==> src/logic/mem_pkg.sv <==
package mem_pkg;

  // ******************************************************************
  // Access size
  // ******************************************************************

  // Size of a load or store.
  typedef enum logic [1:0] {
    ACCESS_BYTE = 2'b00,
    ACCESS_HALF = 2'b01,
    ACCESS_WORD = 2'b10
  } access_size_t;

  // ******************************************************************
  // Read latency
  // ******************************************************************

  // Cycles from an accepted read request to valid read data.
  localparam int MEM_LATENCY = 3;

  // Wide enough to hold MEM_LATENCY - 1.
  localparam int LAT_CNT_WIDTH = 2;

endpackage : mem_pkg

==> src/logic/mem_latency_timer.sv <==
`timescale 1ns/100ps

module mem_latency_timer
  import mem_pkg::*;
(
  input  logic clk_i,
  input  logic rst_i,
  input  logic start_i,
  output logic done_o
);

  logic [LAT_CNT_WIDTH-1:0] cnt_q;
  logic                     busy_q;

  always_ff @(posedge clk_i) begin
    if (!rst_i) begin
      busy_q <= 1'b0;
      cnt_q  <= '0;
    end else if (start_i) begin
      busy_q <= 1'b1;
      cnt_q  <= LAT_CNT_WIDTH'(MEM_LATENCY - 1);
    end else if (busy_q) begin
      // Count down, then drop busy after the done cycle.
      if (cnt_q == '0) begin
        busy_q <= 1'b0;
      end else begin
        cnt_q <= cnt_q - 1'b1;
      end
    end
  end

  // High for the single cycle in which the count sits at zero.
  assign done_o = busy_q && (cnt_q == '0);

endmodule : mem_latency_timer

==> config.mk <==
export PLATFORM = sky130hd
export DESIGN_NAME = mem_latency_timer
export DESIGN_NICKNAME = d
export VERILOG_FILES = /design/src/logic/mem_pkg.sv /design/src/logic/mem_latency_timer.sv
export SDC_FILE = /design/constraint.sdc
export NUM_CORES = 1
export LEC_CHECK = 0
export BUFFER_PORTS_ARGS = -buffer_cell sky130_fd_sc_hd__buf_4
export CORE_AREA = 4 4 41 43
export CTS_CLUSTER_DIAMETER = 150
export CTS_CLUSTER_SIZE = 12
export DETAILED_ROUTE_END_ITERATION = 6
export DIE_AREA = 0 0 45 47
export SETUP_SLACK_MARGIN = 0.05
export SYNTH_ARGS = -nofsm -noshare
export SYNTH_HDL_FRONTEND = slang
export SYNTH_SLANG_ARGS = --single-unit
==> constraint.sdc <==
create_clock -name clk_i -period 0.83 [get_ports clk_i]
set_clock_uncertainty 0.05 [all_clocks]
set_input_delay 0.0415 -clock clk_i [delete_from_list [all_inputs] [get_ports clk_i]]
set_output_delay 0.0415 -clock clk_i [all_outputs]
set_load 0.01 [all_outputs]
# After elaboration in Yosys (flattened, before gate mapping)
# Cells that the tools add are included.
[op_classes] n_addsub=1 muxes=6 reduce_logical=6 eq_ne=1 bitwise_logic=2
[op_table] operator="2-bit 2-to-1 mux" count=3
[op_table] operator="2-bit AND reduction" count=2
[op_table] operator="1-bit 2-to-1 mux" count=3
[op_table] operator="2-bit logical NOT" count=1
[op_table] operator="2-bit != test, second input constant" count=1
[op_table] operator="1-bit inverter" count=2
[op_table] operator="2-bit nonzero test" count=1
[op_table] operator="2-bit OR reduction" count=1
[op_table] operator="2-bit by 1-bit subtractor with 2-bit output, second input constant" count=1
[op_table] operator="1-bit logical AND" count=1
[totals] word_cells=19 register_bits=3 inputBits=3 out_inout_bits=1

# Logic depth before layout (Yosys ltp)
[depth] word_depth=4 depth_mapped=3 mapped_depth_nobuf=3

# Worst setup path after synthesis
# Ideal clock, no wire load.
[synth_path] path_type="flip-flop to flip-flop" from="register cnt_q[0]" to="register cnt_q[0]" arrival_ps=784 setup_slack_ps=-76 stages_incl_launch_ff=3 required_ps=708 period_less_slack_ps=906 setup_ps=72 path_buffers=0 cell_sequence="dfxtp_1 -> mux2_2 -> nor3b_2"
[synth_between] elab_chain_cells=3 elab_cells_between_ends=4 classes_between="add/sub: 1; bitwise: 1; reduce/logical: 2"
[synth_rtl] item="from (decl)" line_no="mem_latency_timer.sv:12" text="logic [LAT_CNT_WIDTH-1:0] cnt_q;"
[synth_rtl] item="from (signal assigned)" line_no="mem_latency_timer.sv:21" text="cnt_q <= LAT_CNT_WIDTH'(MEM_LATENCY - 1);"
[synth_rtl] item="from (signal assigned)" line_no="mem_latency_timer.sv:27" text="cnt_q <= cnt_q - 1'b1;"
[synth_rtl] item="branches (longest 3 deep; another with 2-bit by 1-bit subtractor with 2-bit output)"
# Parallel ways; which one is timed is not known.
# A chain may end at the register's enable or synchronous reset.

# Worst setup path in the final report
[layout_path] from="register cnt_q[0]" to="output port done_o"
[layout_between] elab_chain_cells=2
[layout_rtl] item="2-bit logical NOT" line_no="mem_latency_timer.sv:33" text="assign done_o = busy_q && (cnt_q == '0);"
[layout_rtl] item="1-bit logical AND" line_no="mem_latency_timer.sv:33"
[layout_rtl] item="to (decl)" line_no="mem_latency_timer.sv:9" text="output logic done_o"
# Every way passes these cells.

==> results by group <==
Run status
  – Status: finished, violations left
  – Violated checks: negative hold slack, negative setup slack

Clocking
  – Post-CTS Hold Buffers: 1
  – CTS Buffer Depth: 2
  – CTS clock-pin slew for the worst setup and hold paths: 0.04 ns
  – CTS tree: yes
  – H-tree levels: 1
  – Number of buffers created by CTS: 3
  – Clk root buf: clkbuf_4
  – Clk sinks: 3
  – Latest clock arrival within the worst-skew pair: around 0.23 ns

Min path
  – Hold Path Class: in2reg

Timing
  – Relative slew slack: 0.9331
  – WHS: -0.05911 ns
  – Tightest Pin Transition: about 0.1 ns
  – Min cycle time layout: 0.9643 ns
  – Final setup viols: 4
  – Setup TNS: -0.3476 ns
  – Post-route clock period utilization: 1.162
  – RSZ-0062 raised after global routing: yes
  – Highest attainable clock frequency: 1037 MHz
  – Final hold violations: 1
  – Max Slew Vio Count: 0
  – Worst setup margin: -0.1343 ns

Floorplanning
  – Die Width: 45 µm
  – Die Area: 2115 µm²
  – I/O pin cnt: 4
  – Num rows: 13
  – Core area: approximately 1300 µm²
  – Die Ht: 47 µm
  – Initial core utilization: 0.09519

Routing
  – Average wire per standard cell: just under 7 µm
  – Initial drt markers: 0
  – Wirelength, routed: 253 µm
  – DR vias/cell: 3.216
  – DRC violations left: 0
  – Antenna Nets Post-Route: 0
  – Detailed Routing Iterations Pass 1: 1
  – DR vias: around 120

Power and ir drop
  – Sequential power share: 0.340
  – Max IR drop VDD: 0.0008988 V
  – P_sw: about 100 µW
  – Combinational share of power: 0.136
  – Net Sw Frac: 0.2152
  – Part of the power in the clock network: 0.524
  – Pwr dens: 1873 nW/µm²
  – Static Leak: 0.09818 nW
  – P_int: roughly 380 µW

GRT
  – Global routing's busiest layer: met2
  – Met1 Usage GRT: 0.02955
  – GRT overflow: 0
  – Total track usage: 0.03318
  – Met2 usage: 0.05650
  – Met3 Use GR: 0.03448
  – Initial antenna violation count: 0
  – Largest net degree at the start of global routing: 5
  – Vias in the first global route: 129
  – First-pass GRT wire length: 476 µm

Synthesis
  – Post-synthesis sequential area ratio: 0.4848
  – Seq cells post-synth: 3
  – Syn nets: 15
  – Netlist Area Pre-Place: 123.9 µm²
  – Synth top area cells: dfxtp_1 (48%), o21a_1 (12%), nor3b_2 (10%)
  – Distinct cells, synth: 9
  – Synth warn: 0
  – Mean area per synthesized cell: between 10 and 15 µm²
  – Yosys top cell by area: dfxtp_1
  – Cells after Synth: 12
  – Post-synth top area share: 0.4848

Run
  – Max-cap violations: 0

Layout
  – Area Overhead vs Synth: 106.1%
  – Final cell count without fillers: 37
  – Most frequent cells in the layout: clkbuf_4 (3), buf_4 (3), o21a_1 (2), dfxtp_2 (2), buf_6 (2)
  – Number of fill cells: 148
  – # diodes: 0
  – Fin nets: 26
  – Layout cells sized above 1: 0.7727

Placed design
  – Final GP Congestion: 0.5804
  – # port buffers: 3
  – Dpl cells: 31

Worst setup path
  – Crit-path slowest cell: dfxtp_2
  – CP required: 0.74 ns
  – CP Max Fanout: 3
  – Worst setup SP type: flip-flop
  – Crit path capture type: output port
  – Worst path cell trace: nand2b_4 > nor2_4 > buf_6
  – Setup CP Type: reg2out
  – Crit-path max cell delay: between 0.3 and 0.4 ns
  – CP arrival: 0.87 ns
## state kept, by name (all words and copies together) (netlist names)
register,cells
busy_q,1
cnt_q,2
## critical path, delay by kind of cell, from the launching register on
kind,cells,cell delay [ns]
AND/OR/NAND/NOR,2,0.22
buffers and inverters,1,0.10
flip-flops,1,0.32
## synthesized netlist by cell type, drive strengths merged
cell type  number
dfxtp           3
o21a            2
a21oi           1
mux2            1
nand2           1
nand2b          1
nor2            1
nor2b           1
nor3b           1
## per-stage QoR
stage / utilization / hold WS [ns] / power, mW / setup slack (ns) / instance area, µm²
final: 0.1962 / -0.05911 / 0.4781 / -0.1343 / 255.2
after global routing: 0.1962 / -0.07056 / 0.5226 / -0.1871 / 255.2
after CTS: 0.1865 / -0.06296 / 0.4787 / -0.1747 / 242.7
after detailed placement: 0.1385 / 0.1694 / 0.2045 / -0.08830 / 180.2
after global placement: 0.1385 / 0.1711 / 0.2041 / -0.07563 / 180.2
after floorplan: - / 0.05353 / 0.1818 / -0.05418 / 131.4
## what timing repair did
| action | in CTS | in global routing |
|---|---|---|
| pin swaps | 3 | 3 |
| endpoints found under the hold margin | 3 | 1 |
| resized for setup | 5 | 3 |
| setup endpoints to repair | 4 | 4 |
| setup buffers | 1 | 0 |
## power by group through the flow
stage	combinational [mW]	sequential [mW]	clock, mW
6_report	0.0649	0.163	0.251
5_1_grt	0.0710	0.163	0.288
4_1_cts	0.0577	0.162	0.259
3_5_place_dp	0.0416	0.163	0
3_3_place_gp	0.0418	0.162	0
2_1_floorplan	0.0199	0.162	0
## per-layer routing
layer / up-vias / part of all wire
li1: 63 / -
met1: 52 / 0.45
met2: 4 / 0.48
met3: 0 / 0.071
met4: 0 / 0
met5: - / 0
## kinds of logic after synthesis
group              share of synthesized area
DFF                                   0.4849
AOI/OAI and AO/OA                     0.1615
and+or+nand+nor                       0.2626
muxes                                0.09090
## path summary, 6_finish.rpt
check / from / end / slack, ns / cells after the start
min reg2reg: cnt_q[0]$_SDFFE_PP0P_ / cnt_q[0]$_SDFFE_PP0P_ / 0.52 / 2
max: cnt_q[0]$_SDFFE_PP0P_ / done_o / -0.13 / 3
max reg2reg: busy_q$_SDFF_PN0_ / cnt_q[0]$_SDFFE_PP0P_ / -0.11 / 3
min: start_i / cnt_q[0]$_SDFFE_PP0P_ / -0.06 / 2
## layout make-up
cell class	count	area, µm²	share of cell area
Sequential cell	3	66.31	0.2598
Tap cell	15	18.77	0.07353
Timing Repair Buffer	6	55.05	0.2157
Multi-Input combinational cell	9	88.84	0.3480
Clock buffer	4	26.28	0.1029
Power figures use the tool's default switching activity.
