===== src/logic/mem_pkg.sv =====
package mem_pkg;

  // ******************************************************************
  // Access size
  // ******************************************************************

  // Size of a load or store.
  typedef enum logic [1:0] {
    ACCESS_BYTE = 2'b00,
    ACCESS_HALF = 2'b01,
    ACCESS_WORD = 2'b10
  } access_size_t;

  // ******************************************************************
  // Read latency
  // ******************************************************************

  // Cycles from an accepted read request to valid read data.
  localparam int MEM_LATENCY = 3;

  // Wide enough to hold MEM_LATENCY - 1.
  localparam int LAT_CNT_WIDTH = 2;

endpackage : mem_pkg


===== src/logic/params_pkg.sv =====
package params_pkg;

  // ******************************************************************
  // Core sizing
  // ******************************************************************

  // Width of a data word and of the ALU result.
  localparam int DATA_WIDTH = 32;

  // Width of a byte address.
  localparam int ADDR_WIDTH = 32;

  // Width of a destination register index.
  localparam int REGISTER_WIDTH = 5;

  // ******************************************************************
  // Data memory
  // ******************************************************************

  // Depth in words; the word index comes from address bits 9:2.
  localparam int MEM_SIZE = 256;

endpackage : params_pkg


===== src/logic/mem_wb_reg.sv =====
`timescale 1ns/100ps

module mem_wb_reg
  import params_pkg::*;
  import mem_pkg::*;
(
  input  logic                      clk_i,
  input  logic                      rst_i,
  input  logic                      wb_valid_d_i,
  input  logic                      wb_load_d_i,
  input  logic                      reg_wr_en_i,
  input  logic [REGISTER_WIDTH-1:0] wr_reg_i,
  input  logic [DATA_WIDTH-1:0]     alu_result_i,
  input  access_size_t              access_size_i,
  input  logic [DATA_WIDTH-1:0]     mem_rd_data_i,
  output logic                      wb_valid_o,
  output logic                      wb_reg_wr_en_o,
  output logic [REGISTER_WIDTH-1:0] wb_wr_reg_o,
  output logic [DATA_WIDTH-1:0]     wb_data_o
);

  logic                  ld_pending_q;
  logic [1:0]            ld_offset_q;
  access_size_t          ld_size_q;
  logic [DATA_WIDTH-1:0] ld_shifted;
  logic [DATA_WIDTH-1:0] ld_data;

  // Byte offset and size are latched when the load is issued.
  always_ff @(posedge clk_i) begin
    if (wb_load_d_i) begin
      ld_offset_q <= alu_result_i[1:0];
      ld_size_q   <= access_size_i;
    end
  end

  // Move the addressed lanes down, then zero-extend.
  assign ld_shifted = mem_rd_data_i >> {ld_offset_q, 3'b000};

  always_comb begin
    case (ld_size_q)
      ACCESS_BYTE: ld_data = DATA_WIDTH'(ld_shifted[7:0]);
      ACCESS_HALF: ld_data = DATA_WIDTH'(ld_shifted[15:0]);
      default:     ld_data = mem_rd_data_i;
    endcase
  end

  always_ff @(posedge clk_i) begin
    if (!rst_i) begin
      ld_pending_q   <= 1'b0;
      wb_valid_o     <= 1'b0;
      wb_reg_wr_en_o <= 1'b0;
    end else begin
      if (wb_load_d_i) begin
        ld_pending_q <= 1'b1;
      end else if (wb_valid_d_i) begin
        ld_pending_q <= 1'b0;
      end
      wb_valid_o     <= wb_valid_d_i;
      wb_reg_wr_en_o <= wb_valid_d_i & reg_wr_en_i;
    end
  end

  always_ff @(posedge clk_i) begin
    if (wb_valid_d_i) begin
      wb_wr_reg_o <= wr_reg_i;
      wb_data_o   <= ld_pending_q ? ld_data : alu_result_i;
    end
  end

endmodule : mem_wb_reg


===== config.mk =====
export PLATFORM = sky130hd
export DESIGN_NAME = mem_wb_reg
export DESIGN_NICKNAME = d
export VERILOG_FILES = /design/src/logic/mem_pkg.sv /design/src/logic/params_pkg.sv /design/src/logic/mem_wb_reg.sv
export SDC_FILE = /design/constraint.sdc
export NUM_CORES = 1
export LEC_CHECK = 0
export BUFFER_PORTS_ARGS = -buffer_cell sky130_fd_sc_hd__buf_2
export CAP_MARGIN = 20
export CORE_ASPECT_RATIO = 0.6
export CORE_MARGIN = 1
export CORE_UTILIZATION = 45
export CTS_BUF_LIST = sky130_fd_sc_hd__clkbuf_16
export DETAILED_ROUTE_END_ITERATION = 12
export PLACE_DENSITY = 0.81
export SKIP_CTS_REPAIR_TIMING = 1
export SLEW_MARGIN = 5
export SYNTH_ARGS = -nofsm -noshare
export SYNTH_HDL_FRONTEND = slang
export SYNTH_SLANG_ARGS = --single-unit

===== constraint.sdc =====
create_clock -name clk_i -period 1.6 [get_ports clk_i]
set_input_delay 0.24 -clock clk_i [delete_from_list [all_inputs] [get_ports clk_i]]
set_output_delay 0.24 -clock clk_i [all_outputs]
set_load 0.01 [all_outputs]

# After elaboration in Yosys (flattened, before gate mapping)
# Index checks and enable logic that the tools add are counted.
dict set report totals {
  reg_bits 44
  latch_bits 0
  ramBits 0
  rom_bits 0
  inputBits 76
  out_inout_bits 39
  wordCells 16
  n_memories 0
}
dict set report classes {
  n_addsub 0
  mul 0
  div_mod_pow 0
  magnitude_cmp 0
  n_eq_ne 1
  shifts 1
  n_mux 4
  n_bitwise 1
  reduce_logical 2
}
# operator count
set op_table {}
lappend op_table {{$pmux W32 S2} 1}
lappend op_table {{$mux W32} 1}
lappend op_table {{$shr A32 B5 Y16} 1}
lappend op_table {{$eq A2 B1 Y1 const B} 1}
lappend op_table {{$logic_not A2 Y1} 1}
lappend op_table {{$mux W1} 2}
lappend op_table {{$reduce_bool A2 Y1} 1}
lappend op_table {{$and A1 B1 Y1} 1}

# Logic depth before layout (Yosys ltp)
# Gate-level depths: netlist (run 1).
dict set report logic_depth {
  depth_word 3
  ltp_mapped 5
  mapped_depth_nobuf 3
}

# Least setup slack after synthesis (run 1)
# Ideal clock, no wire load.
dict set report synth_timing {
  kind {register to register}
  from {reg ld_offset_q[0]}
  to {reg wb_data_o[7], data pin}
  setup_time_ns 0.264
  arrival_time_ns 1.013
  t_required_ns 1.336
  path_slack_ns 0.323
  stages_incl_launch_ff 6
  path_buffers 2
  period_less_slack_ns 1.277
  path_cell_list {edfxtp_1 -> buf_4 -> nand2b_1 -> buf_2 -> o2bb2ai_1 -> a221oi_2}
}
dict set report synth_via {
  elab_chain_cells 3
}
# item line_no
set synth_lines {}
lappend synth_lines {{from (decl)} mem_wb_reg.sv:23} ;# logic [1:0] ld_offset_q;
lappend synth_lines {{from (signal assigned)} mem_wb_reg.sv:31} ;# ld_offset_q <= alu_result_i[1:0];
lappend synth_lines {{$shr A32 B5 Y16} mem_wb_reg.sv:37} ;# assign ld_shifted = mem_rd_data_i >> {ld_offset_q, 3'b000};
lappend synth_lines {{$pmux W32 S2} mem_wb_reg.sv:40} ;# case (ld_size_q)
lappend synth_lines {{$mux W32} mem_wb_reg.sv:66} ;# wb_data_o <= ld_pending_q ? ld_data : alu_result_i;
lappend synth_lines {{to (signal assigned)} mem_wb_reg.sv:66}
lappend synth_lines {{to (decl)} mem_wb_reg.sv:19} ;# output logic [DATA_WIDTH-1:0] wb_data_o
# No other way between the ends.
# A chain may end at the register's enable or synchronous reset.

# Worst setup path after layout (run 1)
dict set report layout_timing {
  from {reg ld_offset_q[1]}
  to {reg wb_data_o[11], data pin}
}
# The elaborated chain is that of the path after synthesis.

==> results.md, run 1 <==
- Outcome: finished, final reports clean
- Detailed Route WL: about 5600 µm
- Peak supply drop: between 0.5 and 0.6 mV
- Core Region: 0.00464 mm²
- # DRC: 0
- WP data required: around 1600 ps
- Die span in y: 56.2 µm
- DR vias: approximately 1900
- Port buffer count: approximately 110
- Worst setup SP type: flip-flop
- Post-Syn Nets: about 270
- Avg Vias per Cell: ~5.2
- Number of global-route vias before repair: ~1900
- Hpwl dp: about 4200 µm
- Tmin final: between 1000 and 1500 ps
- Flop2flop setup slack: ~140 ps
- Max Fanout on Critical Path: 11
- Core Rows: 19
- Clock Skews: roughly 3.5 ps
- Hold Startpoint: wr_reg_i[3]
- Clock transition at path regs: approximately 60 ps
- Initial antenna violation count: 0
- Total CTS buffers: 5
- Worst EP arrival: between 1000 and 1500 ps
- Synth cell types: 27
- Fin nets: ~380
- Most common cell after layout, fill and taps aside: buf_2
- CTS root buffer: clkbuf_16
- Final Cycle Share: about nine tenths
- Rel. slew slack: between 70% and 80%
- Chip width: 92.3 µm
- Max Buffers Root-to-Sink: 2
- Worst Hold Class: in2reg
- Cell depth of the worst flop-to-flop path: 4
- Starting Density: a little under half
- Reg2reg end: wb_data_o[11]$_DFFE_PP_
- Pin count of the biggest net entering global routing: just over 40
- Pwr dens: 1010 mW/mm²
- Nature of the critical path endpoint: flip-flop
- Total gr overflow: 0
- Die Area: just over 0.005 mm²
- Endpoints failing hold: 0
- CP startpoint: ld_offset_q[1]$_DFFE_PP_
- Worst skew pair latency: between 200 and 300 ps
- RSZ-0062 raised after global routing: false
- CTS tree: built
- # diodes: 0
- GRT Util Overall: a little under a quarter
- Mapped Cells: 189
- Slowest cell delay on critical path: about 420 ps
- WS Path Type: reg2reg
- RR Startpoint: ld_offset_q[1]$_DFFE_PP_
- Leak pwr: 1.40 nW
- Worst-Margin Slew: between 300 and 400 ps
- Tot Pwr: a little over 3 mW
- Syn. warnings: 0
- CTS H-Tree Depth: 2
- Setup Viol. Count Final: 0
- CTS sink cnt: 44
- Slew Limit Fails: 0
- Max Fclk: around 0.7 GHz
- Avg WL per Cell: 15.1 µm
- CP max-delay cell: edfxtp_1
- Area grow syn2layout: 38.5%
- Area of the mapped netlist: 0.00220 mm²
- Antenna-violating nets left: 0
- CP Capture Point: wb_data_o[11]$_DFFE_PP_
- Max Cap Viol: 0
- Register area share after synthesis: 58.6%
- Synth area leaders: edfxtp_1 56%, a221oi_2 5.5%, o21ai_0 5.0%
- Initial DRT Pass Iterations: 4
- Final GP Congestion: ~0.86
- Setup Total Neg Slack: 0 ps
- Post-synth top area share: between 50 and 60%
- Ratio of cells with drive above 1 in the final layout: a little under half
- Ports: ~120
- Most frequent cells in the layout: 114 x buf_2, 41 x edfxtp_1, 24 x inv_1
- Global-route wire length before repair: between 8000 and 9000 µm
- Synthesis-stage register bit count: 44
- Avg Cell Area, Syn: roughly 12 µm²
- Synth area leader: edfxtp_1
- Crit path cell chain: buf_12 -> mux2i_1 -> a2bb2oi_1 -> o21ai_0
- DR iter-0 viols: 85
layout make-up:
| type | count | area, µm² |
|---|---|---|
| fill | 394 | 1590 |
| sequential | 44 | 1290 |
| multi-input combinational | 107 | 746 |
| timing repair buffer | 123 | 676 |
| clock buffer | 5 | 125 |
| inverter | 24 | 90.1 |
| tap | 63 | 78.8 |
| clock inverter | 3 | 42.5 |
sequential cells by signal (all words and copies together) (netlist names):
name	count
ld_offset_q	2
ld_size_q	2
wb_data_o	32
wb_valid_o	1
ld_pending_q	1
wb_reg_wr_en_o	1
wb_wr_reg_o	5
cells in the mapped netlist:
| library cell | n |
|---|---|
| edfxtp_1 | 41 |
| inv_1 | 24 |
| o21ai_0 | 22 |
| nand3_1 | 15 |
| nor2b_1 | 11 |
| a21oi_1 | 8 |
| a221oi_2 | 8 |
| a2bb2oi_1 | 8 |
| mux2i_1 | 8 |
| nor2_1 | 8 |
| o2bb2ai_1 | 8 |
| buf_2 | 7 |
| dfxtp_1 | 3 |
| and2_1 | 2 |
| buf_4 | 2 |
| clkbuf_1 | 2 |
| o21ai_1 | 2 |
| and3_1 | 1 |
| buf_1 | 1 |
| buf_6 | 1 |
| clkbuf_2 | 1 |
| nand2_1 | 1 |
| nand2_4 | 1 |
| nand2b_1 | 1 |
| nor2_2 | 1 |
| o21a_1 | 1 |
| o21a_4 | 1 |
worst max-delay path: cells and delay by family (launching register included):
family | cells | cell delay [ps]
buffers and inverters | 1 | 170
flip-flops | 1 | 420
multiplexers | 1 | 280
AO/OA/AOI/OAI | 2 | 320
cell families after synthesis:
group / synth area share [%]
flip-flops: 58.6
multiplexers: 3.64
AND/OR/NAND/NOR: 10.0
buffers and inverters: 7.61
AO/OA/AOI/OAI: 20.1
per-layer routing:
| metal | vias up | GRT usage [%] | wire length [µm] |
|---|---|---|---|
| li1 | 924 | - | - |
| met1 | 906 | 31.5 | 2570 |
| met2 | 93 | 34.8 | 2510 |
| met3 | 6 | 7.24 | 447 |
| met4 | 0 | 6.92 | 51 |
| met5 | - | 0 | 0 |
worst min-delay path by stage:
stage	cells past startpoint	to	slack [ps]
after detailed placement	1	ld_size_q[0]$_DFFE_PP_	420
after floorplan	0	ld_offset_q[0]$_DFFE_PP_	340
final	1	wb_wr_reg_o[3]$_DFFE_PP_	120
after global routing	1	ld_size_q[0]$_DFFE_PP_	120
after global placement	1	wb_wr_reg_o[3]$_DFFE_PP_	420
after CTS	1	wb_wr_reg_o[3]$_DFFE_PP_	120
where the power goes:
part / switching, mW / internal, mW
combinational: 0.281 / 0.249
clock: 0.429 / 0.733
sequential: 0.0304 / 1.36
total: 0.740 / 2.35
metrics by stage:
stage / std cells / setup WS [ps] / hold WS, ps / utilization (%) / cell area [µm²]
floorplan: 189 / 323 / 339 / - / 2200
global placement: 361 / 255 / 416 / 62.1 / 2880
detailed placement: 361 / 183 / 418 / 62.1 / 2880
CTS: 369 / 68.5 / 123 / 65.7 / 3050
global route: 369 / 68.6 / 121 / 65.8 / 3050
finish: 369 / 136 / 124 / 65.8 / 3050
Power figures use the tool's default switching activity.
==> run 2: changes to the inputs <==
GPL_TIMING_DRIVEN = 0   (was default)
==> results.md, run 2 (synthesized netlist as in run 1, its figures left out) <==
- Reg2reg end: wb_data_o[11]$_DFFE_PP_
- Worst Hold Class: in2reg
- Max Buffers Root-to-Sink: 2
- Worst setup SP type: flip-flop
- # diodes: 0
- Rel. slew slack: about 41%
- Die Area: a little over 0.005 mm²
- Hpwl dp: between 4000 and 5000 µm
- Initial antenna violation count: 0
- # DRC: 0
- DR vias: roughly 1900
- Pin count of the biggest net entering global routing: 41
- Hold path depth: 1
- RR Startpoint: ld_offset_q[0]$_DFFE_PP_
- Global-route wire length before repair: 8760 µm
- DR iter-0 viols: slightly below 60
- Antenna-violating nets left: 0
- RSZ-0062 raised after global routing: false
- Cell depth of the worst flop-to-flop path: 4
- Most flops, register: wb_data_o
- Ratio of cells with drive above 1 in the final layout: 45.7%
- Hold Startpoint: wr_reg_i[2]
- Avg WL per Cell: about 15 µm
- Crit path cell chain: buf_4 -> clkbuf_1 -> a2bb2oi_1 -> o21ai_0
- Pwr dens: slightly above 1000 mW/mm²
- Total gr overflow: 0
- Die span in y: around 56 µm
- Chip width: around 92 µm
- Max Cap Viol: 0
- Worst hold slack: 133 ps
- Max Fanout on Critical Path: 10
- Worst-Margin Slew: ~900 ps
- Detailed Route WL: 5590 µm
- Peak supply drop: 0.534 mV
- Core Region: about 0.0046 mm²
- GRT Util Overall: 22.7%
- Ports: roughly 120
- Initial DRT Pass Iterations: 4
- Nature of the critical path endpoint: flip-flop
- Top flop regs: wb_data_o x32, wb_wr_reg_o x5
- Most common cell after layout, fill and taps aside: buf_2
- Setup Total Neg Slack: 0 ps
- Slew Limit Fails: 0
- FF+latch area: between 0.001 and 0.0015 mm²
- CTS H-Tree Depth: 2
- Worst EP arrival: 1500 ps
- Port buffer count: 114
- Total CTS buffers: 5
- Outcome: finished, final reports clean
- Clock Skews: 3.96 ps
- Setup Viol. Count Final: 0
- CTS sink cnt: 44
- CTS tree: built
- Hold path endpoint: wb_wr_reg_o[2]$_DFFE_PP_
- CTS root buffer: clkbuf_16
- Clock transition at path regs: ~60 ps
- WS Path Type: reg2reg
- Number of global-route vias before repair: ~1800
- Fillers: between 300 and 400
- Starting Density: a little under half
- Final GP Congestion: between 0.7 and 0.8
- Flop2flop setup slack: between 100 and 150 ps
- Endpoints failing hold: 0
- Largest register FFs: 32
- Final Cycle Share: between 90% and 100%
- Core Rows: 19
- CP max-delay cell: clkbuf_1
- Tmin final: approximately 1500 ps
- Leak pwr: approximately 1.4 nW
- Fin nets: 386
- Avg Vias per Cell: between 5 and 6
- Slowest cell delay on critical path: about 400 ps
- Max Fclk: between 0.6 and 0.7 GHz
- WP data required: between 1500 and 2000 ps
- Multi-input logic area: roughly 740 µm²
- Area grow syn2layout: 36.9%
- Most frequent cells in the layout: 121 x buf_2, 41 x edfxtp_1, 24 x inv_1
- Worst skew pair latency: around 280 ps
==> run 2: cell count changes in the layout (fill, tap and decap cells not counted), sizes merged <==
cell / before / now
clkinv: 1 / 2
clkinvlp: 1 / 0
buf: 123 / 125
clkbuf: 5 / 8
==> run 2: worst max path at each step <==
stage                             startpoint                       to  slack (ps)  cells after the start
floorplan           ld_offset_q[0]$_DFFE_PP_   wb_data_o[7]$_DFFE_PP_         320                      5
finish              ld_offset_q[0]$_DFFE_PP_  wb_data_o[11]$_DFFE_PP_         120                      4
detailed placement  ld_offset_q[0]$_DFFE_PP_  wb_data_o[11]$_DFFE_PP_         150                      4
CTS                 ld_offset_q[0]$_DFFE_PP_  wb_data_o[11]$_DFFE_PP_         120                      4
global placement    ld_offset_q[0]$_DFFE_PP_  wb_data_o[11]$_DFFE_PP_         140                      4
global route        ld_offset_q[0]$_DFFE_PP_  wb_data_o[11]$_DFFE_PP_          30                      4
==> run 2: through the flow <==
stage	util [%]	instances	worst slack, ps	area [µm²]	total power [mW]
6_report	65.0	374	118	3010	3.04
2_1_floorplan	-	189	323	2200	1.69
3_5_place_dp	61.5	366	154	2850	1.93
5_1_grt	65.0	374	29.2	3010	3.17
3_3_place_gp	61.5	366	138	2850	1.92
4_1_cts	65.0	374	124	3010	3.06
==> run 2: critical path, delay by kind of cell (launching register included) <==
kind / cells / cell delay [ps]
AO/OA/AOI/OAI: 2 / 350
buffers and inverters: 2 / 560
flip-flops: 1 / 320
==> run 2: layer usage <==
layer	vias up	GRT usage (%)	share of wire, %	wire length (µm)
li1	930	-	-	-
met1	856	31.3	46	2560
met2	89	36.2	46	2560
met3	4	5.60	7.8	437
met4	0	5.80	0.48	27
met5	-	0	0	0
==> run 2: power breakdown <==
part / switching [mW] / internal, mW
Clock: 0.403 / 0.725
Sequential: 0.0234 / 1.36
Combinational: 0.287 / 0.236
Total: 0.714 / 2.33
==> run 2: final cells by class <==
| class | count | share of cell area [%] |
|---|---|---|
| flip-flops and latches | 44 | 42.8 |
| multi-input cells | 107 | 24.7 |
| inverters | 24 | 2.99 |
| well taps | 63 | 2.62 |
| clock buffers | 5 | 4.15 |
| plain buffers | 14 | 2.57 |
| repair buffers | 114 | 18.9 |
| clock inverters | 3 | 1.25 |
