--- config.mk ---
export PLATFORM = sky130hd
export DESIGN_NAME = mem_stage_ctrl
export DESIGN_NICKNAME = d
export VERILOG_FILES = /design/src/logic/mem_pkg.sv /design/src/logic/params_pkg.sv /design/src/logic/mem_stage_ctrl.sv
export SDC_FILE = /design/constraint.sdc
export NUM_CORES = 1
export LEC_CHECK = 0
export BUFFER_PORTS_ARGS = -buffer_cell sky130_fd_sc_hd__buf_4
export CORE_AREA = 2 2 56 58
export CTS_BUF_LIST = sky130_fd_sc_hd__clkbuf_8
export DETAILED_ROUTE_END_ITERATION = 12
export DIE_AREA = 0 0 58 60
export GPL_ROUTABILITY_DRIVEN = 0
export PLACE_DENSITY = 0.8
export SLEW_MARGIN = 20
export SYNTH_ARGS = -nofsm -noshare
export SYNTH_HDL_FRONTEND = slang
export SYNTH_SLANG_ARGS = --single-unit
--- constraint.sdc ---
create_clock -name clk_i -period 1.7 [get_ports clk_i]
set_input_delay 0.085 -clock clk_i [delete_from_list [all_inputs] [get_ports clk_i]]
set_output_delay 0.085 -clock clk_i [all_outputs]
set_load 0.05 [all_outputs]
--- src/logic/mem_pkg.sv ---
package mem_pkg;

  // ******************************************************************
  // Access size
  // ******************************************************************

  // Size of a load or store.
  typedef enum logic [1:0] {
    ACCESS_BYTE = 2'b00,
    ACCESS_HALF = 2'b01,
    ACCESS_WORD = 2'b10
  } access_size_t;

  // ******************************************************************
  // Read latency
  // ******************************************************************

  // Cycles from an accepted read request to valid read data.
  localparam int MEM_LATENCY = 3;

  // Wide enough to hold MEM_LATENCY - 1.
  localparam int LAT_CNT_WIDTH = 2;

endpackage : mem_pkg

--- src/logic/params_pkg.sv ---
package params_pkg;

  // ******************************************************************
  // Core sizing
  // ******************************************************************

  // Width of a data word and of the ALU result.
  localparam int DATA_WIDTH = 32;

  // Width of a byte address.
  localparam int ADDR_WIDTH = 32;

  // Width of a destination register index.
  localparam int REGISTER_WIDTH = 5;

  // ******************************************************************
  // Data memory
  // ******************************************************************

  // Depth in words; the word index comes from address bits 9:2.
  localparam int MEM_SIZE = 256;

endpackage : params_pkg

--- src/logic/mem_stage_ctrl.sv ---
`timescale 1ns/100ps

module mem_stage_ctrl
  import params_pkg::*;
  import mem_pkg::*;
(
  input  logic                  clk_i,
  input  logic                  rst_i,
  input  logic                  valid_i,
  input  logic                  is_load_i,
  input  logic                  is_store_i,
  input  access_size_t          access_size_i,
  input  logic [DATA_WIDTH-1:0] alu_result_i,
  input  logic [DATA_WIDTH-1:0] reg_a_data_i,
  input  logic                  mem_data_valid_i,
  output logic                  stall_o,
  output logic                  rd_req_valid_o,
  output logic                  wr_req_valid_o,
  output logic                  timer_start_o,
  output logic [ADDR_WIDTH-1:0] mem_req_address_o,
  output access_size_t          req_access_size_o,
  output logic [DATA_WIDTH-1:0] wr_data_o,
  output logic                  wb_valid_d_o,
  output logic                  wb_load_d_o
);

  typedef enum logic [1:0] {
    IDLE    = 2'b00,
    READY   = 2'b01,
    WAITING = 2'b10
  } state_t;

  state_t state_q;
  state_t state_d;

  always_ff @(posedge clk_i) begin
    if (!rst_i) begin
      state_q <= IDLE;
    end else begin
      state_q <= state_d;
    end
  end

  // Only READY accepts; IDLE and WAITING hold the upstream.
  assign stall_o = (state_q != READY);

  // The request fields follow the upstream operation.
  assign mem_req_address_o = alu_result_i;
  assign req_access_size_o = access_size_i;
  assign wr_data_o         = reg_a_data_i;

  always_comb begin
    state_d        = state_q;
    rd_req_valid_o = 1'b0;
    wr_req_valid_o = 1'b0;
    timer_start_o  = 1'b0;
    wb_valid_d_o   = 1'b0;
    wb_load_d_o    = 1'b0;

    case (state_q)
      IDLE: begin
        state_d = READY;
      end
      READY: begin
        if (valid_i) begin
          if (is_load_i) begin
            rd_req_valid_o = 1'b1;
            timer_start_o  = 1'b1;
            wb_load_d_o    = 1'b1;
            state_d        = WAITING;
          end else if (is_store_i) begin
            wr_req_valid_o = 1'b1;
            wb_valid_d_o   = 1'b1;
          end else begin
            wb_valid_d_o   = 1'b1;
          end
        end
      end
      WAITING: begin
        // Read data is valid, so the load retires.
        if (mem_data_valid_i) begin
          wb_valid_d_o = 1'b1;
          state_d      = READY;
        end
      end
      default: begin
        state_d = IDLE;
      end
    endcase
  end

endmodule : mem_stage_ctrl

# --- Word-level counts from Yosys, hierarchy flattened ---
# Index checks and enable logic that the tools add are counted.
op_classes:
  mux: 15
  n_reduce_logical: 2
  n_eq_ne: 6
op_table:
  columns: ["operator", "n"]
  rows:
  - ["two-way mux 1 bit", 10]
  - ["two-way mux 2 bit", 3]
  - ["!= test 2 bit (second input constant)", 3]
  - ["case mux 2 bit (3 select lines)", 1]
  - ["AND reduction 3 bit", 1]
  - ["equality test 2 x 1 -> 1 bit (second input constant)", 1]
  - ["equality test 2 bit (second input constant)", 1]
  - ["zero test 2 bit", 1]
  - ["!= test 2 x 1 -> 1 bit (second input constant)", 1]
  - ["case mux 1 bit (2 select lines)", 1]
word_totals:
  output_inout_bits: 72
  input_bits: 72
  register_bits: 2
  elab_cells: 24

# --- Longest topological paths before layout ---
# Gate-level depths: netlist of the first run.
logic_depth:
  word_depth: 4
  ltp_mapped: 4

# --- Worst setup path after synthesis of the first run ---
# OpenSTA, ideal clock, no wires.
synth_timing:
  path_kind: "register to output"
  startpoint: "reg state_q[0]"
  endpoint: "out wb_valid_d_o"
  slack_ns: 0.201
  arrival_ns: 1.414
  required_time_ns: 1.615
  stages_incl_launch_ff: 4
  path_cell_list: "dfxtp_1 inv_1 ha_1 nor2b_1"
synth_between:
  elab_chain_len: 2
  word_cells_on_any_way: 3
  classes_between: "eq/ne: 2; mux: 1"
synth_lines:
  columns: ["item", "line_no", "source"]
  rows:
  - ["from (decl)", "mem_stage_ctrl.sv:33", "state_t state_q;"]
  - ["from (signal assigned)", "mem_stage_ctrl.sv:40", "state_q <= state_d;"]
  - ["equality test 2 bit or equality test 2 x 1 -> 1 bit (tied branches)", "mem_stage_ctrl.sv:60", "case (state_q)"]
  - ["case mux 1 bit (2 select lines) *", "mem_stage_ctrl.sv:60", null]
  - ["to (decl)", "mem_stage_ctrl.sv:23", "output logic wb_valid_d_o,"]
# Every way passes the cells marked *; elsewhere a longest branch is shown, timed or not.

# --- Worst setup path in the final report of the first run ---
layout_timing:
  startpoint: "reg state_q[0]"
  endpoint: "reg state_q[0]"
layout_between:
  elab_chain_len: 3
  word_cells_on_any_way: 8
  classes_between: "eq/ne: 5; mux: 1; reduce/logical: 2"
layout_lines:
  columns: ["item", "line_no"]
  rows:
  - ["equality test 2 bit or equality test 2 x 1 -> 1 bit (tied branches)", "mem_stage_ctrl.sv:60"]
  - ["!= test 2 bit (no source line)", null]
  - ["AND reduction 3 bit (no source line)", null]
# Several ways; a longest one is shown, not always the timed one.
# A chain may end at the register's enable or synchronous reset.

==> flow_summary.toml, run 1 <==
[floorplanning]
chipHeight_um = 60
start_util_pct = 24.8
ios = 144
die-area_um2 = 3480
die_w_um = 58
rows = 20
core_um2 = 2900

[sta]
finalHoldViolCount = 0
finClkSkew_ns = 0.000804
fmax_ghz = 0.647
hold_ws_ns = 0.164
post-route-min-period_ns = 1.55
setup_viol = 0
tns_ns = 0
slew_violations = 0
finalCritPeriodShare_pct = 90.9
tightest_slew_ns = 0.530
rsz0062_at_grt = "false"
max_slew_margin_pct = 64.6

[critical_path]
crit_required_ns = 1.84
critical_path_class = "reg2reg"
crit_path_start_kind = "register"
reg2reg_depth = 4
cp_data_arrival_time_ns = 1.69
cp_max_fo = 5
worstSetupEndpointType = "register"

[global_route]
grt_pass1_wl_um = 1630
grt_max_degree = 6
grtUsageTotal_pct = 6.72
antenna_found_initial = 0
overflow = 0
grt_pass1_vias = 317

[synth]
syn_area_um2 = 721
syn_inst = 93
synth_top_cell_area_share_pct = 70.8
yosysSeqAreaShare_pct = 5.56
ys_top_cells_by_area = "buf_4 71%, ha_1 8.7%, dfxtp_1 5.6%"
yosysTopAreaCell = "buf_4"
synthesis.nets = 170
syn_avg_cell_area_um2 = 7.75
ys.warnings.count = 0
ys_seq_elements = 2
synth_cell_type_count = 12

[final_layout]
final_cell_mix = "11 x buf_4, 7 x inv_1, 5 x ha_1"
synthToLayoutAreaGrowth_pct = -47.9
reg_top3 = "state_q x2"
fillers = 341
nets = 118
drive_gt1_share_pct = 41.0
regMostFlops = "state_q"
mostFrequentLayoutCell = "buf_4"
design_area_um2 = 375
layout.cells.non_filler = 72
antennaDiodeCount = 0
final_util_pct = 12.9
largest_reg_flops = 2

[power]
power_density_nw_per_um2 = 1500
switching_share_pct = 42.6
p_comb_share_pct = 51.6
switchingPower_uw = 240
pwr-share-seq_pct = 15.3
leakagePower_nw = 0.189
intPower_uw = 324
clkPwrFrac_pct = 33.1
ir_worst_vdd_mv = 0.321

[clock_network]
path_clk_slew_ns = 0.03
clockBufferDepth = 2
clock_latency_ns = 0.21
post-cts-setup-buffers = 0
clock_sinks = 2
clockRootBuffer = "clkbuf_8"
cts_buffers = 3
cts_resized = 0
hold_buffers = 0
cts_tree = "yes"
htreeDepth = 1

[placed_design]
dp.cells = 69
port_buffers = 11
hpwl_um = 986
postPlaceCellArea_um2 = 334

[route]
drc = 0
drt-pass1-iter-count = 4
wl_per_cell_um = 16.2
via_per_inst = 4.25
vias = 306
drt_iter0_drc = 11
drtAntennaViolNets = 0
drt-total-wl_um = 1170

[hold_path]
hold_class = "in2reg"
holdPathStages = 3

[flow_run]
max-cap-violations = 0

[status]
status = "completed"
final timing paths:
path,startpoint,endpoint,slack (ns)
worst max-delay path,state_q[0],state_q[0],0.15
worst min-delay path,rst_i,state_q[1],0.16
worst max register to register,state_q[0],state_q[0],0.15
worst min register to register,state_q[1],state_q[1],0.49
power by group through the flow:
stage / clock network [mW] / logic, mW / registers [mW]
3_3_place_gp: 0 / 0.288 / 0.0856
4_1_cts: 0.193 / 0.292 / 0.0863
6_report: 0.187 / 0.291 / 0.0863
5_1_grt: 0.202 / 0.313 / 0.0899
2_1_floorplan: 0 / 0.640 / 0.0830
3_5_place_dp: 0 / 0.292 / 0.0870
critical path, cell delays in order, from the launching register on:
cell      delay (ns)
dfxtp_1         0.39
inv_1           0.09
ha_1            0.23
a222oi_1        0.54
mux2i_1         0.23
cells by family after synthesis:
logic type	Yosys count	share of synthesized area (%)
buf+inv	75	74.5
simple gates	6	4.86
fa+ha+maj	5	8.68
compound gates	3	3.65
mux	2	2.78
flops	2	5.56
per-stage QoR:
stage                     setup slack, ns  total power [mW]
after floorplan                     0.201             0.723
after global placement              0.206             0.373
after detailed placement            0.164             0.379
after CTS                           0.160             0.571
after global routing               0.0321             0.606
final                               0.155             0.564
layout make-up:
| class | count | area (um2) | share of cell area [%] |
|---|---|---|---|
| sequential | 2 | 40.0 | 10.7 |
| multi-input combinational | 16 | 144 | 38.3 |
| timing repair buffer | 11 | 82.6 | 22.0 |
| tap | 33 | 41.3 | 11.0 |
| inverter | 7 | 26.3 | 7.00 |
| clock buffer | 3 | 41.3 | 11.0 |
Yosys cell counts:
| cell | instances |
|---|---|
| o211ai_1 | 1 |
| a32oi_1 | 1 |
| and4_2 | 1 |
| mux2i_1 | 2 |
| nor2b_1 | 1 |
| and3_2 | 1 |
| dfxtp_1 | 2 |
| ha_1 | 5 |
| inv_1 | 7 |
| a222oi_1 | 1 |
| nand2_1 | 3 |
| buf_4 | 68 |
layer usage:
metal / track usage [%] / share of wire [%]
met4: 11.3 / 11
met5: 0 / 0
met2: 7.14 / 35
met1: 4.91 / 23
met3: 7.14 / 30
(Power assumes the default switching activity.)
==> run 2: changes to the inputs <==
--- a/config.mk
+++ b/config.mk
@@ -5,13 +5,15 @@
 export SDC_FILE = /design/constraint.sdc
 export NUM_CORES = 1
 export LEC_CHECK = 0
-export BUFFER_PORTS_ARGS = -buffer_cell sky130_fd_sc_hd__buf_4
-export CORE_AREA = 2 2 56 58
+export ABC_AREA = 1
+export BUFFER_PORTS_ARGS = -buffer_cell sky130_fd_sc_hd__buf_2
+export CORE_AREA = 2 2 57 59
 export CTS_BUF_LIST = sky130_fd_sc_hd__clkbuf_8
 export DETAILED_ROUTE_END_ITERATION = 12
-export DIE_AREA = 0 0 58 60
+export DIE_AREA = 0 0 59 61
 export GPL_ROUTABILITY_DRIVEN = 0
-export PLACE_DENSITY = 0.8
+export PLACE_DENSITY = 0.78
+export SKIP_CTS_REPAIR_TIMING = 1
 export SLEW_MARGIN = 20
 export SYNTH_ARGS = -nofsm -noshare
 export SYNTH_HDL_FRONTEND = slang
==> flow_summary.toml, run 2 <==
[synth]
synth_top_cell_area_share_pct = 69.2
ys_dominant_reg_cell = "dfxtp_1"
syn_avg_cell_area_um2 = 7.24
syn_inst = 102
synthesis.nets = 179
synthArstFlopShare_pct = 0
synth_edf_count = 0
syn_area_um2 = 738
yosysTopAreaCell = "buf_4"
synth_cell_type_count = 11
ys_top_cells_by_count = "68 x buf_4, 8 x nand2_1, 8 x nor2_1"
ys_top_cells_by_area = "buf_4 69%, ha_1 8.5%, dfxtp_1 5.4%"
ys_seq_elements = 2
yosysMostFrequentCell = "buf_4"
ys.warnings.count = 0
yosysSeqAreaShare_pct = 5.42

[critical_path]
worst-r2r-setup-slack_ns = 0.52
reg2reg_from = "state_q[0]"
cp_data_arrival_time_ns = 1.37
crit_required_ns = 1.62
crit_path_start_kind = "register"
reg2reg_depth = 6
critical_path_class = "reg2out"
cp_max_fo = 4
worstSetupEndpointType = "output port"
rr_endpoint = "state_q[1]"

[hold_path]
hold_class = "in2reg"
hold_end = "state_q[1]"
holdPathStages = 3
min_from = "rst_i"

[status]
status = "completed"

[global_route]
grt_pass1_wl_um = 1350
overflow = 0
antenna_found_initial = 0
grt_pass1_vias = 306
grt_max_degree = 5
grtUsageTotal_pct = 5.60

[floorplanning]
die_w_um = 59
chipHeight_um = 61
rows = 20
ios = 144
start_util_pct = 25.0
die-area_um2 = 3600
core_um2 = 2950

[power]
ir_worst_vdd_mv = 0.226
p_total_uw = 643
power_density_nw_per_um2 = 1750
leakagePower_nw = 0.197

[route]
top_layer_used = "met4"
drt_iter0_drc = 10
via_per_inst = 4.07
drt-pass1-iter-count = 3
vias = 330
met1_length_um = 257
drtAntennaViolNets = 0
met2_length_um = 300
drt-total-wl_um = 973
wl_met3_um = 223
drc = 0
wl_per_cell_um = 12.0

[sta]
post-route-min-period_ns = 1.45
hold_ws_ns = 0.119
worst_slack_ns = 0.247
finalCritPeriodShare_pct = 85.5
setup_viol = 0
tns_ns = 0
finClkSkew_ns = 0.000305
tightest_slew_ns = 0.260
rsz0062_at_grt = "false"
finalHoldViolCount = 0
max_slew_margin_pct = 82.8
slew_violations = 0
fmax_ghz = 0.688

[final_layout]
antennaDiodeCount = 0
final_cell_mix = "11 x buf_2, 8 x nand2_1, 7 x nor2_1"
layout.cells.non_filler = 81
nets = 127
design_area_um2 = 368
reg_top3 = "state_q x2"
drive_gt1_share_pct = 39.6
regMostFlops = "state_q"
mostFrequentLayoutCell = "buf_2"
final_util_pct = 12.5
synthToLayoutAreaGrowth_pct = -50.2
largest_reg_flops = 2

[flow_run]
max-cap-violations = 0

[placed_design]
dp.cells = 78
postPlaceCellArea_um2 = 327
pre_cts_slack_ns = 0.453
hpwl_um = 778
port_buffers = 11

[clock_network]
clock_sinks = 2
path_clk_slew_ns = 0.03
htreeDepth = 1
cts_tree = "yes"
clock_latency_ns = 0.21
clockRootBuffer = "clkbuf_8"
clockBufferDepth = 2
cts_buffers = 3
[run 2: final cells by class]
type	count	area [um2]
repair buffers	11	55.1
inverters	6	22.5
flip-flops and latches	2	40.0
multi-input cells	26	168
clock buffers	3	41.3
fillers	346	2580
well taps	33	41.3
[run 2: cells by family (layout without fill, tap and decap cells)]
group / Yosys count / count (layout) / share of synthesized area [%]
AO/OA/AOI/OAI: 1 / 1 / 1.02
adder cells (fa/ha/maj): 5 / 5 / 8.47
buffers and inverters: 74 / 20 / 72.2
flip-flops: 2 / 2 / 5.42
AND/OR/NAND/NOR: 20 / 20 / 12.9
[run 2: power breakdown]
group          internal, mW  leakage [nW]  total, mW  switching (mW)
Clock                 0.149        0.0216      0.184          0.0342
Combinational         0.118         0.158      0.369           0.251
Sequential           0.0702        0.0166     0.0902          0.0200
Total                 0.338         0.197      0.643           0.306
[run 2: per-layer routing]
| metal | vias up | GRT usage, % |
|---|---|---|
| li1 | 131 | - |
| met1 | 130 | 3.42 |
| met2 | 29 | 5.08 |
| met3 | 40 | 4.26 |
| met4 | 0 | 15.6 |
| met5 | - | 0 |
[run 2: how the worst max path moves through the flow]
stage | end | slack [ns] | start
2_1_floorplan | wb_valid_d_o | 0.14 | state_q[0]
3_3_place_gp | wb_valid_d_o | 0.47 | state_q[1]
3_5_place_dp | wb_valid_d_o | 0.45 | state_q[1]
4_1_cts | wb_valid_d_o | 0.22 | state_q[1]
5_1_grt | wb_valid_d_o | 0.17 | state_q[1]
6_report | wb_valid_d_o | 0.25 | state_q[1]
[run 2: critical path, cell delays in order (launching register included)]
cell	delay, ns
dfxtp_1	0.31
inv_1	0.12
ha_1	0.23
nand3_1	0.10
a21boi_1	0.13
buf_2	0.27
==> run 3: changes to the inputs <==
--- a/config.mk
+++ b/config.mk
@@ -5,16 +5,15 @@
 export SDC_FILE = /design/constraint.sdc
 export NUM_CORES = 1
 export LEC_CHECK = 0
-export ABC_AREA = 1
 export BUFFER_PORTS_ARGS = -buffer_cell sky130_fd_sc_hd__buf_2
-export CORE_AREA = 2 2 57 59
+export CORE_AREA = 2 2 56 58
 export CTS_BUF_LIST = sky130_fd_sc_hd__clkbuf_8
 export DETAILED_ROUTE_END_ITERATION = 12
-export DIE_AREA = 0 0 59 61
+export DIE_AREA = 0 0 58 60
 export GPL_ROUTABILITY_DRIVEN = 0
-export PLACE_DENSITY = 0.78
+export PLACE_DENSITY = 0.8
 export SKIP_CTS_REPAIR_TIMING = 1
-export SLEW_MARGIN = 20
+export SLEW_MARGIN = 5
 export SYNTH_ARGS = -nofsm -noshare
 export SYNTH_HDL_FRONTEND = slang
 export SYNTH_SLANG_ARGS = --single-unit
==> flow_summary.toml, run 3 (same netlist as run 1, synthesis figures left out) <==
[status]
status = "completed"

[clock_network]
clockRootBuffer = "clkbuf_8"
path_clk_slew_ns = 0.03
clockBufferDepth = 2
cts_tree = "yes"
cts_buffers = 3
htreeDepth = 1
clock_latency_ns = 0.21
clock_sinks = 2

[placed_design]
port_buffers = 11
dp.cells = 69
pre_cts_slack_ns = 0.136
hpwl_um = 1030
postPlaceCellArea_um2 = 307

[floorplanning]
die_w_um = 58
rows = 20
core_um2 = 2900
die-area_um2 = 3480
start_util_pct = 24.8
ios = 144
chipHeight_um = 60

[sta]
tns_ns = 0
slew_violations = 0
fmax_ghz = 0.639
post-route-min-period_ns = 1.56
tightest_slew_ns = 0.513
finClkSkew_ns = 0.000815
setup_viol = 0
worst_slack_ns = 0.135
max_slew_margin_pct = 65.8
hold_ws_ns = 0.166
finalHoldViolCount = 0
rsz0062_at_grt = "false"
finalCritPeriodShare_pct = 92.0

[global_route]
grt_pass1_vias = 311
overflow = 0
antenna_found_initial = 0
grtUsageTotal_pct = 6.63
grt_max_degree = 6
grt_pass1_wl_um = 1570

[power]
leakagePower_nw = 0.183
power_density_nw_per_um2 = 1580
p_total_uw = 548
ir_worst_vdd_mv = 0.311

[route]
wl_per_cell_um = 17.0
drt-pass1-iter-count = 5
drt-total-wl_um = 1220
drt_iter0_drc = 10
drc = 0
drtAntennaViolNets = 0
vias = 305
via_per_inst = 4.24

[final_layout]
reg_top3 = "state_q x2"
mostFrequentLayoutCell = "buf_2"
final_util_pct = 12.0
largest_reg_flops = 2
fillers = 347
seq_area_um2 = 40.0
synthToLayoutAreaGrowth_pct = -51.7
drive_gt1_share_pct = 41.0
nets = 118
final_cell_mix = "11 x buf_2, 7 x inv_1, 5 x ha_1"
antennaDiodeCount = 0
multi_input_area_um2 = 144
layout.cells.non_filler = 72
regMostFlops = "state_q"
design_area_um2 = 348

[critical_path]
cp_max_fo = 5
critical_path_class = "reg2reg"
crit_required_ns = 1.84
worstSetupEndpointType = "register"
cp_data_arrival_time_ns = 1.70
crit_path_start_kind = "register"
reg2reg_depth = 4

[hold_path]
holdPathStages = 3
hold_class = "in2reg"

[flow_run]
max-cap-violations = 0
[run 3: cell count changes in the layout (fill, tap and decap cells not counted), sizes merged]
cell	change
a21boi	-1
a222oi	+1
a32oi	+1
and3	+1
and4	+1
inv	+1
mux2i	+2
nand2	-7
nand3	-2
nor2	-8
nor2b	+1
o211ai	+1
[run 3: layout make-up]
class | count | share of cell area, %
Clock buffer | 3 | 11.9
Inverter | 7 | 7.55
Multi-Input combinational cell | 16 | 41.4
Sequential cell | 2 | 11.5
Tap cell | 33 | 11.9
Timing Repair Buffer | 11 | 15.8
[run 3: critical path, cell delays in order (launching register included)]
cell      delay, ns
dfxtp_1        0.40
inv_1          0.10
ha_1           0.24
a222oi_1       0.53
mux2i_1        0.23
[run 3: power breakdown]
| part | internal, mW | switching, mW |
|---|---|---|
| Clock | 0.150 | 0.0374 |
| Sequential | 0.0658 | 0.0223 |
| Combinational | 0.0910 | 0.182 |
[run 3: final timing paths]
path | startpoint | slack (ns) | to
min | rst_i | 0.17 | state_q[1]
max | state_q[0] | 0.14 | state_q[0]
max reg2reg | state_q[0] | 0.14 | state_q[0]
min reg2reg | state_q[1] | 0.50 | state_q[1]
[run 3: per-layer routing]
layer  part of all wire, %  global-route usage, %  wire (um)  up-vias
met5                     0                      0          0        -
met4                    10                   11.3        124        0
met3                    27                   7.14        330       28
met2                    39                   7.47        472       55
met1                    24                   4.39        297      110
li1                      -                      -          -      112
